$ cat config.mk
export PLATFORM = sky130hd
export DESIGN_NAME = hyper_ctrl
export DESIGN_NICKNAME = d
export VERILOG_FILES = /design/src/source/hyper_pkg.sv /design/src/source/hyper_axi_frontend.sv /design/src/source/hyper_ctrl.sv /design/src/source/hyper_fifo.sv /design/src/source/hyper_phy.sv
export SDC_FILE = /design/constraint.sdc
export NUM_CORES = 1
export LEC_CHECK = 0
export BUFFER_PORTS_ARGS = -buffer_cell sky130_fd_sc_hd__buf_2
export CAP_MARGIN = 20
export CORE_MARGIN = 4
export CORE_UTILIZATION = 55
export CTS_BUF_LIST = sky130_fd_sc_hd__clkbuf_16
export DETAILED_ROUTE_END_ITERATION = 10
export PLACE_DENSITY = 0.82
export SYNTH_ARGS = -nofsm -noshare
export SYNTH_HDL_FRONTEND = slang
export SYNTH_SLANG_ARGS = --single-unit
$ cat constraint.sdc
create_clock -name clk_i -period 6.51 [get_ports clk_i]
set_input_delay 0.9765 -clock clk_i [delete_from_list [all_inputs] [get_ports clk_i]]
set_output_delay 0.9765 -clock clk_i [all_outputs]
set_load 0.02 [all_outputs]
$ cat src/source/hyper_pkg.sv
// Shared widths, bus timing constants and channel structs
// PHY state encoding

package hyper_pkg;

    localparam int NR_CS           = 2;
    localparam int ADDR_W          = 24;  // Word address, top bit picks the chip
    localparam int MAX_BURST       = 16;
    localparam int FIFO_DEPTH      = 16;  // Holds one full read burst
    localparam int CA_BYTES        = 6;
    localparam int LATENCY_CYCLES  = 12;
    localparam int RECOVERY_CYCLES = 4;

    typedef logic [15:0]                    word_t;
    typedef logic [1:0]                     strb_t;
    typedef logic [ADDR_W-1:0]              addr_t;
    typedef logic [$clog2(MAX_BURST)-1:0]   burst_len_t;  // Beats minus one
    typedef logic [NR_CS-1:0]               cs_t;

    // Write and read request
    typedef struct packed {
        addr_t      addr;
        burst_len_t len;
    } axi_ax_t;

    typedef struct packed {
        word_t data;
        strb_t strb;
        logic  last;
    } axi_w_t;

    typedef struct packed {
        word_t data;
        logic  last;
    } axi_r_t;

    typedef struct packed {
        logic       write;
        addr_t      addr;
        burst_len_t len;
    } hyper_trans_t;

    typedef struct packed {
        word_t data;
        strb_t strb;
    } tx_beat_t;

    typedef struct packed {
        word_t data;
        logic  last;
    } rx_beat_t;

    typedef enum logic [2:0] {
        PHY_IDLE,
        PHY_CA,
        PHY_LATENCY,
        PHY_WDATA,
        PHY_RDATA,
        PHY_RECOVER
    } phy_state_e;

endpackage

$ cat src/source/hyper_axi_frontend.sv
// AXI-style front end, one transaction at a time
// Read-first arbitration, W forwarding, write response, read data

`timescale 1ns/1ps

module hyper_axi_frontend (
    input  logic                    clk_i,
    input  logic                    rst_n_i,
    input  hyper_pkg::axi_ax_t      aw_i,
    input  logic                    aw_valid_i,
    output logic                    aw_ready_o,
    input  hyper_pkg::axi_w_t       w_i,
    input  logic                    w_valid_i,
    output logic                    w_ready_o,
    output logic                    b_valid_o,
    input  logic                    b_ready_i,
    input  hyper_pkg::axi_ax_t      ar_i,
    input  logic                    ar_valid_i,
    output logic                    ar_ready_o,
    output hyper_pkg::axi_r_t       r_o,
    output logic                    r_valid_o,
    input  logic                    r_ready_i,
    output hyper_pkg::hyper_trans_t trans_o,
    output logic                    trans_valid_o,
    input  logic                    trans_ready_i,
    output hyper_pkg::tx_beat_t     tx_o,
    output logic                    tx_valid_o,
    input  logic                    tx_ready_i,
    input  hyper_pkg::rx_beat_t     rx_i,
    input  logic                    rx_valid_i,
    output logic                    rx_ready_o,
    input  logic                    write_done_i
);

    import hyper_pkg::*;

    hyper_trans_t trans_q;
    logic         trans_open_q;  // From accept to B or last R beat
    logic         w_open_q;      // Still expecting W beats
    logic         rd_active;
    logic         aw_fire;
    logic         ar_fire;

    // A pending read blocks the write address
    assign ar_ready_o = !trans_open_q && !rx_valid_i;
    assign aw_ready_o = !trans_open_q && !ar_valid_i;
    assign ar_fire    = ar_valid_i && ar_ready_o;
    assign aw_fire    = aw_valid_i && aw_ready_o;

    assign trans_o    = trans_q;
    assign rd_active  = trans_open_q && !trans_q.write;

    // W beats go straight into the tx FIFO
    assign tx_o       = '{data: w_i.data, strb: w_i.strb};
    assign tx_valid_o = w_open_q && w_valid_i;
    assign w_ready_o  = w_open_q && tx_ready_i;

    assign r_o        = '{data: rx_i.data, last: rx_i.last};
    assign r_valid_o  = rd_active && rx_valid_i;
    assign rx_ready_o = rd_active && r_ready_i;

    always_ff @(posedge clk_i) begin
        if (!rst_n_i) begin
            trans_open_q  <= 1'b0;
            trans_valid_o <= 1'b0;
            w_open_q      <= 1'b0;
            b_valid_o     <= 1'b0;
        end else begin
            if (ar_fire || aw_fire) begin
                trans_open_q  <= 1'b1;
                trans_valid_o <= 1'b1;
            end else begin
                if (trans_valid_o && trans_ready_i) trans_valid_o <= 1'b0;
                if ((b_valid_o && b_ready_i) || (r_valid_o && r_ready_i && rx_i.last)) begin
                    trans_open_q <= 1'b0;
                end
            end

            if (aw_fire) begin
                w_open_q <= 1'b1;
            end else if (w_valid_i && w_ready_o && w_i.last) begin
                w_open_q <= 1'b0;
            end

            if (write_done_i) begin
                b_valid_o <= 1'b1;
            end else if (b_ready_i) begin
                b_valid_o <= 1'b0;
            end
        end
    end

    always_ff @(posedge clk_i) begin
        if (ar_fire) begin
            trans_q <= '{write: 1'b0, addr: ar_i.addr, len: ar_i.len};
        end else if (aw_fire) begin
            trans_q <= '{write: 1'b1, addr: aw_i.addr, len: aw_i.len};
        end
    end

endmodule

$ cat src/source/hyper_ctrl.sv
// HyperBus controller top level
// Front end, tx and rx FIFOs and PHY

`timescale 1ns/1ps

module hyper_ctrl (
    input  logic                clk_i,
    input  logic                rst_n_i,
    input  hyper_pkg::axi_ax_t  aw_i,
    input  logic                aw_valid_i,
    output logic                aw_ready_o,
    input  hyper_pkg::axi_w_t   w_i,
    input  logic                w_valid_i,
    output logic                w_ready_o,
    output logic                b_valid_o,
    input  logic                b_ready_i,
    input  hyper_pkg::axi_ax_t  ar_i,
    input  logic                ar_valid_i,
    output logic                ar_ready_o,
    output hyper_pkg::axi_r_t   r_o,
    output logic                r_valid_o,
    input  logic                r_ready_i,
    output hyper_pkg::cs_t      hyper_cs_n_o,
    output logic                hyper_ck_o,
    output logic                hyper_ck_n_o,
    output logic                hyper_rwds_o,
    input  logic                hyper_rwds_i,
    output logic                hyper_rwds_oe_o,
    output logic [7:0]          hyper_dq_o,
    input  logic [7:0]          hyper_dq_i,
    output logic                hyper_dq_oe_o,
    output logic                hyper_reset_n_o
);

    import hyper_pkg::*;

    hyper_trans_t trans;
    logic         trans_valid;
    logic         trans_ready;
    tx_beat_t     fe_tx;         // Front end side of the tx FIFO
    logic         fe_tx_valid;
    logic         fe_tx_ready;
    tx_beat_t     phy_tx;
    logic         phy_tx_valid;
    logic         phy_tx_ready;
    rx_beat_t     phy_rx;
    logic         phy_rx_valid;
    logic         phy_rx_ready;
    rx_beat_t     fe_rx;
    logic         fe_rx_valid;
    logic         fe_rx_ready;
    logic         write_done;

    hyper_axi_frontend i_frontend (
        .clk_i         ( clk_i        ),
        .rst_n_i       ( rst_n_i      ),
        .aw_i          ( aw_i         ),
        .aw_valid_i    ( aw_valid_i   ),
        .aw_ready_o    ( aw_ready_o   ),
        .w_i           ( w_i          ),
        .w_valid_i     ( w_valid_i    ),
        .w_ready_o     ( w_ready_o    ),
        .b_valid_o     ( b_valid_o    ),
        .b_ready_i     ( b_ready_i    ),
        .ar_i          ( ar_i         ),
        .ar_valid_i    ( ar_valid_i   ),
        .ar_ready_o    ( ar_ready_o   ),
        .r_o           ( r_o          ),
        .r_valid_o     ( r_valid_o    ),
        .r_ready_i     ( r_ready_i    ),
        .trans_o       ( trans        ),
        .trans_valid_o ( trans_valid  ),
        .trans_ready_i ( trans_ready  ),
        .tx_o          ( fe_tx        ),
        .tx_valid_o    ( fe_tx_valid  ),
        .tx_ready_i    ( fe_tx_ready  ),
        .rx_i          ( fe_rx        ),
        .rx_valid_i    ( fe_rx_valid  ),
        .rx_ready_o    ( fe_rx_ready  ),
        .write_done_i  ( write_done   )
    );

    hyper_fifo #(.T(tx_beat_t), .DEPTH(FIFO_DEPTH)) i_tx_fifo (
        .clk_i   ( clk_i        ),
        .rst_n_i ( rst_n_i      ),
        .data_i  ( fe_tx        ),
        .valid_i ( fe_tx_valid  ),
        .ready_o ( fe_tx_ready  ),
        .data_o  ( phy_tx       ),
        .valid_o ( phy_tx_valid ),
        .ready_i ( phy_tx_ready )
    );

    hyper_fifo #(.T(rx_beat_t), .DEPTH(FIFO_DEPTH)) i_rx_fifo (
        .clk_i   ( clk_i        ),
        .rst_n_i ( rst_n_i      ),
        .data_i  ( phy_rx       ),
        .valid_i ( phy_rx_valid ),
        .ready_o ( phy_rx_ready ),
        .data_o  ( fe_rx        ),
        .valid_o ( fe_rx_valid  ),
        .ready_i ( fe_rx_ready  )
    );

    hyper_phy i_phy (
        .clk_i           ( clk_i           ),
        .rst_n_i         ( rst_n_i         ),
        .trans_i         ( trans           ),
        .trans_valid_i   ( trans_valid     ),
        .trans_ready_o   ( trans_ready     ),
        .tx_i            ( phy_tx          ),
        .tx_valid_i      ( phy_tx_valid    ),
        .tx_ready_o      ( phy_tx_ready    ),
        .rx_o            ( phy_rx          ),
        .rx_valid_o      ( phy_rx_valid    ),
        .rx_ready_i      ( phy_rx_ready    ),
        .write_done_o    ( write_done      ),
        .hyper_cs_n_o    ( hyper_cs_n_o    ),
        .hyper_ck_o      ( hyper_ck_o      ),
        .hyper_ck_n_o    ( hyper_ck_n_o    ),
        .hyper_rwds_o    ( hyper_rwds_o    ),
        .hyper_rwds_i    ( hyper_rwds_i    ),
        .hyper_rwds_oe_o ( hyper_rwds_oe_o ),
        .hyper_dq_i      ( hyper_dq_i      ),
        .hyper_dq_o      ( hyper_dq_o      ),
        .hyper_dq_oe_o   ( hyper_dq_oe_o   ),
        .hyper_reset_n_o ( hyper_reset_n_o )
    );

endmodule

$ cat src/source/hyper_fifo.sv
// Synchronous valid/ready FIFO
// Element type and depth set by parameters

`timescale 1ns/1ps

module hyper_fifo #(
    parameter type T     = logic,
    parameter int  DEPTH = 16       // Power of two, pointers wrap freely
) (
    input  logic clk_i,
    input  logic rst_n_i,
    input  T     data_i,
    input  logic valid_i,
    output logic ready_o,
    output T     data_o,
    output logic valid_o,
    input  logic ready_i
);

    localparam int PTR_W = $clog2(DEPTH);

    T                 mem [DEPTH];
    logic [PTR_W-1:0] wr_ptr_q;
    logic [PTR_W-1:0] rd_ptr_q;
    logic [PTR_W:0]   count_q;
    logic             push;
    logic             pop;

    assign ready_o = (count_q != (PTR_W+1)'(DEPTH));
    assign valid_o = (count_q != '0);
    assign data_o  = mem[rd_ptr_q];
    assign push    = valid_i && ready_o;
    assign pop     = valid_o && ready_i;

    always_ff @(posedge clk_i) begin
        if (!rst_n_i) begin
            wr_ptr_q <= '0;
            rd_ptr_q <= '0;
            count_q  <= '0;
        end else begin
            if (push) wr_ptr_q <= wr_ptr_q + 1'b1;
            if (pop)  rd_ptr_q <= rd_ptr_q + 1'b1;
            if (push && !pop) begin
                count_q <= count_q + 1'b1;
            end else if (pop && !push) begin
                count_q <= count_q - 1'b1;
            end
        end
    end

    always_ff @(posedge clk_i) begin
        if (push) mem[wr_ptr_q] <= data_i;
    end

endmodule

$ cat src/source/hyper_phy.sv
// HyperBus sequencer, single data rate
// Command/address, latency, data and recovery phases

`timescale 1ns/1ps

module hyper_phy (
    input  logic                    clk_i,
    input  logic                    rst_n_i,
    input  hyper_pkg::hyper_trans_t trans_i,
    input  logic                    trans_valid_i,
    output logic                    trans_ready_o,
    input  hyper_pkg::tx_beat_t     tx_i,
    input  logic                    tx_valid_i,
    output logic                    tx_ready_o,
    output hyper_pkg::rx_beat_t     rx_o,
    output logic                    rx_valid_o,
    input  logic                    rx_ready_i,
    output logic                    write_done_o,
    output hyper_pkg::cs_t          hyper_cs_n_o,
    output logic                    hyper_ck_o,
    output logic                    hyper_ck_n_o,
    output logic                    hyper_rwds_o,
    input  logic                    hyper_rwds_i,
    output logic                    hyper_rwds_oe_o,
    input  logic [7:0]              hyper_dq_i,
    output logic [7:0]              hyper_dq_o,
    output logic                    hyper_dq_oe_o,
    output logic                    hyper_reset_n_o
);

    import hyper_pkg::*;

    phy_state_e            state_q;
    hyper_trans_t          trans_q;
    logic [CA_BYTES*8-1:0] ca_q;        // Shifts out MSB first
    logic [2:0]            byte_cnt_q;  // 0 is the cs setup cycle
    logic [3:0]            lat_cnt_q;   // Latency, then recovery
    burst_len_t            beat_cnt_q;
    logic                  lo_q;        // Low byte of the word is next
    logic [7:0]            rx_hi_q;
    logic                  ck_q;
    logic                  step;        // Bus clock advances this cycle
    logic                  byte_xfer;
    logic                  word_done;
    logic                  last_beat;
    logic                  cs_act;

    always_comb begin
        case (state_q)
            PHY_CA:      step = (byte_cnt_q != '0);
            PHY_LATENCY: step = 1'b1;
            PHY_WDATA:   step = tx_valid_i;  // Write pauses on an empty FIFO
            PHY_RDATA:   step = !rx_valid_o || rx_ready_i;
            default:     step = 1'b0;
        endcase
    end

    assign byte_xfer = step && ((state_q == PHY_WDATA) ||
                                (state_q == PHY_RDATA && hyper_rwds_i));
    assign word_done = byte_xfer && lo_q;
    assign last_beat = (beat_cnt_q == trans_q.len);

    assign cs_act = (state_q == PHY_CA) || (state_q == PHY_LATENCY) ||
                    (state_q == PHY_WDATA) || (state_q == PHY_RDATA);
    assign hyper_cs_n_o = cs_act ? ~(cs_t'(1) << trans_q.addr[ADDR_W-1]) : '1;

    assign trans_ready_o   = (state_q == PHY_IDLE);
    assign tx_ready_o      = (state_q == PHY_WDATA) && lo_q;  // Pop after the low byte
    assign hyper_ck_o      = ck_q ^ step;
    assign hyper_ck_n_o    = ~hyper_ck_o;
    assign hyper_dq_oe_o   = (state_q == PHY_CA && byte_cnt_q != '0) || (state_q == PHY_WDATA);
    assign hyper_rwds_oe_o = (state_q == PHY_WDATA);
    // rwds high masks the byte
    assign hyper_rwds_o    = hyper_rwds_oe_o && !(lo_q ? tx_i.strb[0] : tx_i.strb[1]);

    always_comb begin
        case (state_q)
            PHY_CA:    hyper_dq_o = ca_q[CA_BYTES*8-1 -: 8];
            PHY_WDATA: hyper_dq_o = lo_q ? tx_i.data[7:0] : tx_i.data[15:8];
            default:   hyper_dq_o = 8'h00;
        endcase
    end

    always_ff @(posedge clk_i) begin
        if (!rst_n_i) begin
            state_q      <= PHY_IDLE;
            byte_cnt_q   <= '0;
            lat_cnt_q    <= '0;
            beat_cnt_q   <= '0;
            lo_q         <= 1'b0;
            ck_q         <= 1'b0;
            rx_valid_o   <= 1'b0;
            write_done_o <= 1'b0;
        end else begin
            write_done_o <= 1'b0;
            ck_q         <= ck_q ^ step;
            if (rx_valid_o && rx_ready_i) rx_valid_o <= 1'b0;
            if (byte_xfer) lo_q <= !lo_q;
            if (word_done) beat_cnt_q <= beat_cnt_q + 1'b1;

            case (state_q)
                PHY_IDLE: begin
                    if (trans_valid_i) begin
                        state_q    <= PHY_CA;
                        byte_cnt_q <= '0;
                        beat_cnt_q <= '0;
                        lo_q       <= 1'b0;
                    end
                end
                PHY_CA: begin
                    byte_cnt_q <= byte_cnt_q + 1'b1;
                    if (byte_cnt_q == 3'(CA_BYTES)) begin
                        state_q   <= PHY_LATENCY;
                        lat_cnt_q <= '0;
                    end
                end
                PHY_LATENCY: begin
                    lat_cnt_q <= lat_cnt_q + 1'b1;
                    if (lat_cnt_q == 4'(LATENCY_CYCLES - 1)) begin
                        state_q <= trans_q.write ? PHY_WDATA : PHY_RDATA;
                    end
                end
                PHY_WDATA, PHY_RDATA: begin
                    if (word_done) begin
                        if (state_q == PHY_RDATA) rx_valid_o <= 1'b1;
                        if (last_beat) begin
                            state_q      <= PHY_RECOVER;
                            lat_cnt_q    <= '0;
                            write_done_o <= (state_q == PHY_WDATA);
                        end
                    end
                end
                PHY_RECOVER: begin
                    lat_cnt_q <= lat_cnt_q + 1'b1;
                    if (lat_cnt_q == 4'(RECOVERY_CYCLES - 1)) state_q <= PHY_IDLE;
                end
                default: state_q <= PHY_IDLE;
            endcase
        end
    end

    // R/W#, memory space, linear burst, upper address, reserved, lower address
    always_ff @(posedge clk_i) begin
        if (state_q == PHY_IDLE && trans_valid_i) begin
            trans_q <= trans_i;
            ca_q    <= {!trans_i.write, 1'b0, 1'b1, 29'(trans_i.addr[ADDR_W-2:3]),
                        13'b0, trans_i.addr[2:0]};
        end else if (state_q == PHY_CA && step) begin
            ca_q <= ca_q << 8;
        end

        if (state_q == PHY_RDATA && byte_xfer && !lo_q) rx_hi_q <= hyper_dq_i;
        if (state_q == PHY_RDATA && word_done) begin
            rx_o <= '{data: {rx_hi_q, hyper_dq_i}, last: last_beat};
        end
    end

    always_ff @(posedge clk_i) begin
        hyper_reset_n_o <= rst_n_i;
    end

endmodule

==> Yosys cells after proc, flatten, opt, wreduce, memory -nomap -nowiden <==
Memories as Yosys holds them, arrays and structs flattened. A register that Yosys moved wholly into a read port is not among the register bits.
Cells that the tools add are included.
{ "word_totals": {"n_memories": 2, "mem_bits_rw": 560, "word_cells": 189, "register_bits": 170} }
{ "mem_list": {"columns": ["name", "words", "width", "rd", "rd_ports_with_merged_regs", "wr", "line_no", "rtl"], "rows": [
  ["i_tx_fifo.mem", 16, 18, 1, 1, 1, "hyper_fifo.sv:22", "T mem [DEPTH];"],
  ["i_rx_fifo.mem", 16, 17, 1, 1, 1, "hyper_fifo.sv:22", null]
]} }
{ "classes": {"shift": 1, "n_reduce_logical": 72, "n_bitwise": 3, "n_mux": 53, "n_eq_ne": 17, "addsub": 11} }
{ "op_table": {"columns": ["operator", "count"], "rows": [
  ["two-way mux 48 bit", 2],
  ["two-way mux 28 bit", 2],
  ["two-way mux 4 bit", 10],
  ["logical AND 1 bit", 33],
  ["adder 4 x 1 -> 4 bit (second input constant)", 6],
  ["two-way mux 3 bit", 8],
  ["two-way mux 1 bit", 20],
  ["two-way mux 5 bit", 4],
  ["nonzero test 2 bit", 9],
  ["one-hot mux 8 bit (2 select lines)", 1],
  ["one-hot mux 3 bit (5 select lines)", 1],
  ["one-hot mux 4 bit (3 select lines)", 1],
  ["logical NOT 1 bit", 11],
  ["adder 5 x 1 -> 5 bit (second input constant)", 2],
  ["inequality test 5 bit (second input constant)", 2],
  ["nonzero test 5 bit", 2],
  ["subtractor 5 x 1 -> 5 bit (second input constant)", 2],
  ["== test 3 bit (second input constant)", 3],
  ["logical OR 1 bit", 8],
  ["two-way mux 8 bit", 1],
  ["inequality test 2 x 1 -> 1 bit (second input constant)", 4],
  ["AND reduction 4 bit", 2],
  ["== test 3 x 2 -> 1 bit (second input constant)", 2],
  ["one-hot mux 3 bit (2 select lines)", 1],
  ["17 further kinds", 20]
]} }

==> Logic depth before layout (Yosys ltp) <==
{ "depth": {"ltp_word": 8, "mapped_depth": 12, "depth_no_buf": 12} }

==> By module <==
From an unflattened synthesis, not the netlist that was laid out.
{ "hier_totals": {"cells_unflattened": 1518, "area_unflattened_um2": 28308.4} }
{ "modules_own_cells": {"columns": ["module", "cells_per_inst", "instances", "area_per_inst_um2"], "rows": [
  ["hyper_fifo at i_tx_fifo", 550, 1, 11701.2],
  ["hyper_fifo at i_rx_fifo", 527, 1, 11133.2],
  ["hyper_phy", 318, 1, 3733.6],
  ["hyper_axi_frontend", 123, 1, 1740.4]
]} }

==> Least setup slack after synthesis <==
No wires, ideal clock.
{ "synth_path": {"kind": "input port to flip-flop", "startpoint": "in w_valid_i", "endpoint": "mem i_tx_fifo.mem[3][0] (netlist name) (enable)", "setup_time_ps": 416, "slack_ps": 3113, "t_required_ps": 6094, "arrival_ps": 2981, "path_stages": 4, "cell_sequence": "inv_1 > a211oi_2 > nand2_1 > nor3_1"} }
{ "synth_via": {"elab_chain_len": 4} }
{ "synth_lines": {"columns": ["item", "line_no", "rtl"], "rows": [
  ["start, declared", "hyper_ctrl.sv:13", "input logic w_valid_i,"],
  ["logical AND 1 bit", "hyper_axi_frontend.sv:55", "assign tx_valid_o = w_open_q && w_valid_i;"],
  ["logical AND 1 bit", "hyper_fifo.sv:32", "assign push = valid_i && ready_o;"],
  ["via i_tx_fifo.push", "hyper_fifo.sv:26", "logic push;"],
  ["two-way mux 1 bit", "hyper_fifo.sv:52", "if (push) mem[wr_ptr_q] <= data_i;"],
  ["two-way mux 1 bit (implied by the code)", "hyper_fifo.sv:52", null],
  ["end, declared", "hyper_fifo.sv:22", null]
]} }
The timed path passes the listed nets, and every way through them passes these cells.

==> results_dict.tcl <==
set metrics [dict create \
    outcome "complete, no violations" \
    hpwl_mm 34.5 \
    ant_nets 0 \
    cts_tree "yes" \
    min_period_ps 4860 \
    final_cells 2388 \
    switching_power_mw 1.82 \
    die_y_um 233 \
    powerDensity_nw_per_um2 285 \
    layout.cells.most_common_list "edfxtp_1, buf_2, mux4_2" \
    yosysWarnings 0 \
    numCtsBuffers 69 \
    clkTransAtPathRegs_ps 60 \
    cp.arrival_ps 3890 \
    seqPwrFrac 0.559 \
    rsz0062_at_grt "false" \
    grt_usage 0.228 \
    end_kind "output pin" \
    cts_resized 0 \
    slew_headroom 0.271 \
    final-hold-violation-count 0 \
    ctsHoldBuffers 0 \
    io-pin-count 129 \
    ys.flop_type "edfxtp_1" \
    worstSetupPathType "flop to output pin" \
    drive_above_1_share 0.253 \
    yosysSeqAreaShare 0.742 \
    overflow 0 \
    synth_area_um2 27900 \
    finalCritPeriodShare 0.747 \
    dieArea_um2 54500 \
    swShare 0.201 \
    ys_types 50 \
    max-cap-violations 0 \
    post_cts_buffers 0 \
    critPathMaxFanout 54 \
    finalSetupViolations 0 \
    clock_power_share 0.417 \
    die_w_um 233 \
    crit_required_ps 5530 \
    viasPerCell 6.20 \
    peakVddDrop_mv 0.221 \
    final_max_slew_viol_count 0 \
    dr_total_vias 14800 \
    min_path_type "flop to flop" \
    mappedNetlistNets 1613 \
    critPathLaunchType "flop" \
    worst_slew_pin_slew_ps 1090 \
    clock_latency_ps 610 \
    cts_root_buf "clkbuf_16" \
    synthArstFlopShare 0 \
    ys_ff_latch 715 \
    port_buffers 128 \
    grt_max_degree 55 \
    tns_ps 0 \
    post-route-util 0.632 \
    initial_core_util 0.557 \
    area_growth_pct 13.5 \
    grt_pass1_wl_mm 91.8 \
    avgSynthCellArea_um2 18.7 \
    first_iter_violations 1718 \
    nNetsFinal 1780 \
    finClkSkew_ps 25.2 \
    num_rows 82 \
    synth-edff-count 643 \
    mostFrequentLayoutCell "edfxtp_1" \
    power.leakage_nw 10.4 \
    drc 0 \
    p_int_mw 7.23 \
    antenna_found_initial 2 \
    first_pass_iters 5 \
    cts_max_level 3 \
    core-area_um2 50200 \
    wl_per_cell_um 25.9 \
    finalWirelength_mm 61.9 \
    synth_cells 1495 \
    clock_path_buffers 3 \
    max_freq_mhz 206 \
    grt_pass1_vias 15000 \
    clock-sinks 715 \
    routabilityCongestion 0.772 \
    dp_cells 2259 \
    power_frac_comb 0.024 \
]
layout make-up:
class                           count  area, µm²
Timing Repair Buffer              174       1080
Tap cell                          672        841
Clock inverter                     53        373
Multi-Input combinational cell    679       6820
Antenna cell                        2       5.00
Clock buffer                       70       1750
Sequential cell                   715      20800
Inverter                           23       86.3
Fill cell                        3212      18500
power groups by stage:
stage          combinational, mW  clock (mW)  sequential, mW
2_1_floorplan              0.117           0            5.14
3_3_place_gp               0.194           0            5.15
3_5_place_dp               0.209           0            5.15
4_1_cts                    0.212        3.82            5.06
5_1_grt                    0.236        4.01            5.06
6_report                   0.216        3.77            5.06
state kept, by name, summed over array words and instances (netlist names), 5 cells and up, named ones only:
register            flops
i_phy.ca_q             38
i_rx_fifo.count_q       5
i_phy.trans_q           6
i_phy.rx_o             17
i_tx_fifo.count_q       5
i_rx_fifo.mem         272
i_frontend.trans_o     29
i_tx_fifo.mem         288
i_phy.rx_hi_q           8
path summary, 6_finish.rpt:
| check | to | from | depth (start not counted) | slack (ps) |
|---|---|---|---|---|
| worst max-delay path | hyper_rwds_o | flop | 7 | 1650 |
| worst min-delay path | i_phy.trans_q[0]$_DFFE_PP_ | i_frontend.trans_o[0]$_DFFE_PP_ | 0 | 420 |
| worst max register to register | i_tx_fifo.count_q[4]$_SDFFE_PN0P_ | i_phy.state_q[1]$_SDFFE_PN0P_ | 11 | 2900 |
| worst min register to register | i_phy.trans_q[0]$_DFFE_PP_ | i_frontend.trans_o[0]$_DFFE_PP_ | 0 | 420 |
routing by layer:
| layer | vias to the layer above | global-route usage | wire [µm] |
|---|---|---|---|
| li1 | 6291 | - | - |
| met5 | - | 0 | 0 |
| met3 | 133 | 0.0515 | 6080 |
| met1 | 7516 | 0.300 | 22900 |
| met2 | 868 | 0.383 | 31000 |
| met4 | 0 | 0.0745 | 1860 |
critical path, cell delays in order, from the launching register on:
cell      delay [ps]
dfxtp_4         1000
buf_4            540
mux4_2           590
nor2b_1          150
a211oi_1         270
a211oi_1         130
a211oi_2         300
buf_2            230
cell usage after synthesis (all sizes together) (2+ instances only):
cell type  instances  area, µm²
and3              11       68.8
o21a               3       22.5
clkbuf            35        131
nor2              74        278
nand2b            13       81.3
mux2              36        405
nand3              8       40.0
a211oi            16        130
nor3              13       65.1
a311oi             2       17.5
a22o              24        210
a21o               4       30.0
a221oi             9       78.8
nor2b             17        106
nor4               3       40.0
a22oi             18        140
mux4             125       2820
nand2             69        259
a31oi              2       12.5
or3                5       31.3
mux2i             73        731
xnor2             11       96.3
a21oi             63        315
edfxtp           643      19300
o41ai              8       70.1
dfxtp             72       1440
nand4              5       31.3
xor2              18        158
fa                 2       40.0
ha                25        313
o22ai              2       12.5
buf               43        251
o21ai              9       45.0
inv               23       86.3
and2               5       31.3
logic make-up after synthesis:
family / count (synthesis) / share of synthesized area
DFF: 715 / 0.742
buffers and inverters: 101 / 0.0168
muxes: 234 / 0.141
xor gates and xnor gates: 29 / 0.00909
AOI/OAI and AO/OA: 164 / 0.0403
adders and majority gates: 27 / 0.0126
and+or+nand+nor: 225 / 0.0374
metrics by stage:
step	total power [mW]	area (µm²)	setup WS [ps]	hold WS, ps
6_report	9.05	31700	1650	423
5_1_grt	9.31	31700	1430	442
4_1_cts	9.09	31600	1630	419
3_5_place_dp	5.36	29500	2400	405
3_3_place_gp	5.34	29400	2360	404
2_1_floorplan	5.26	27900	3110	400
No activity file was read; power rests on OpenSTA's default activity.
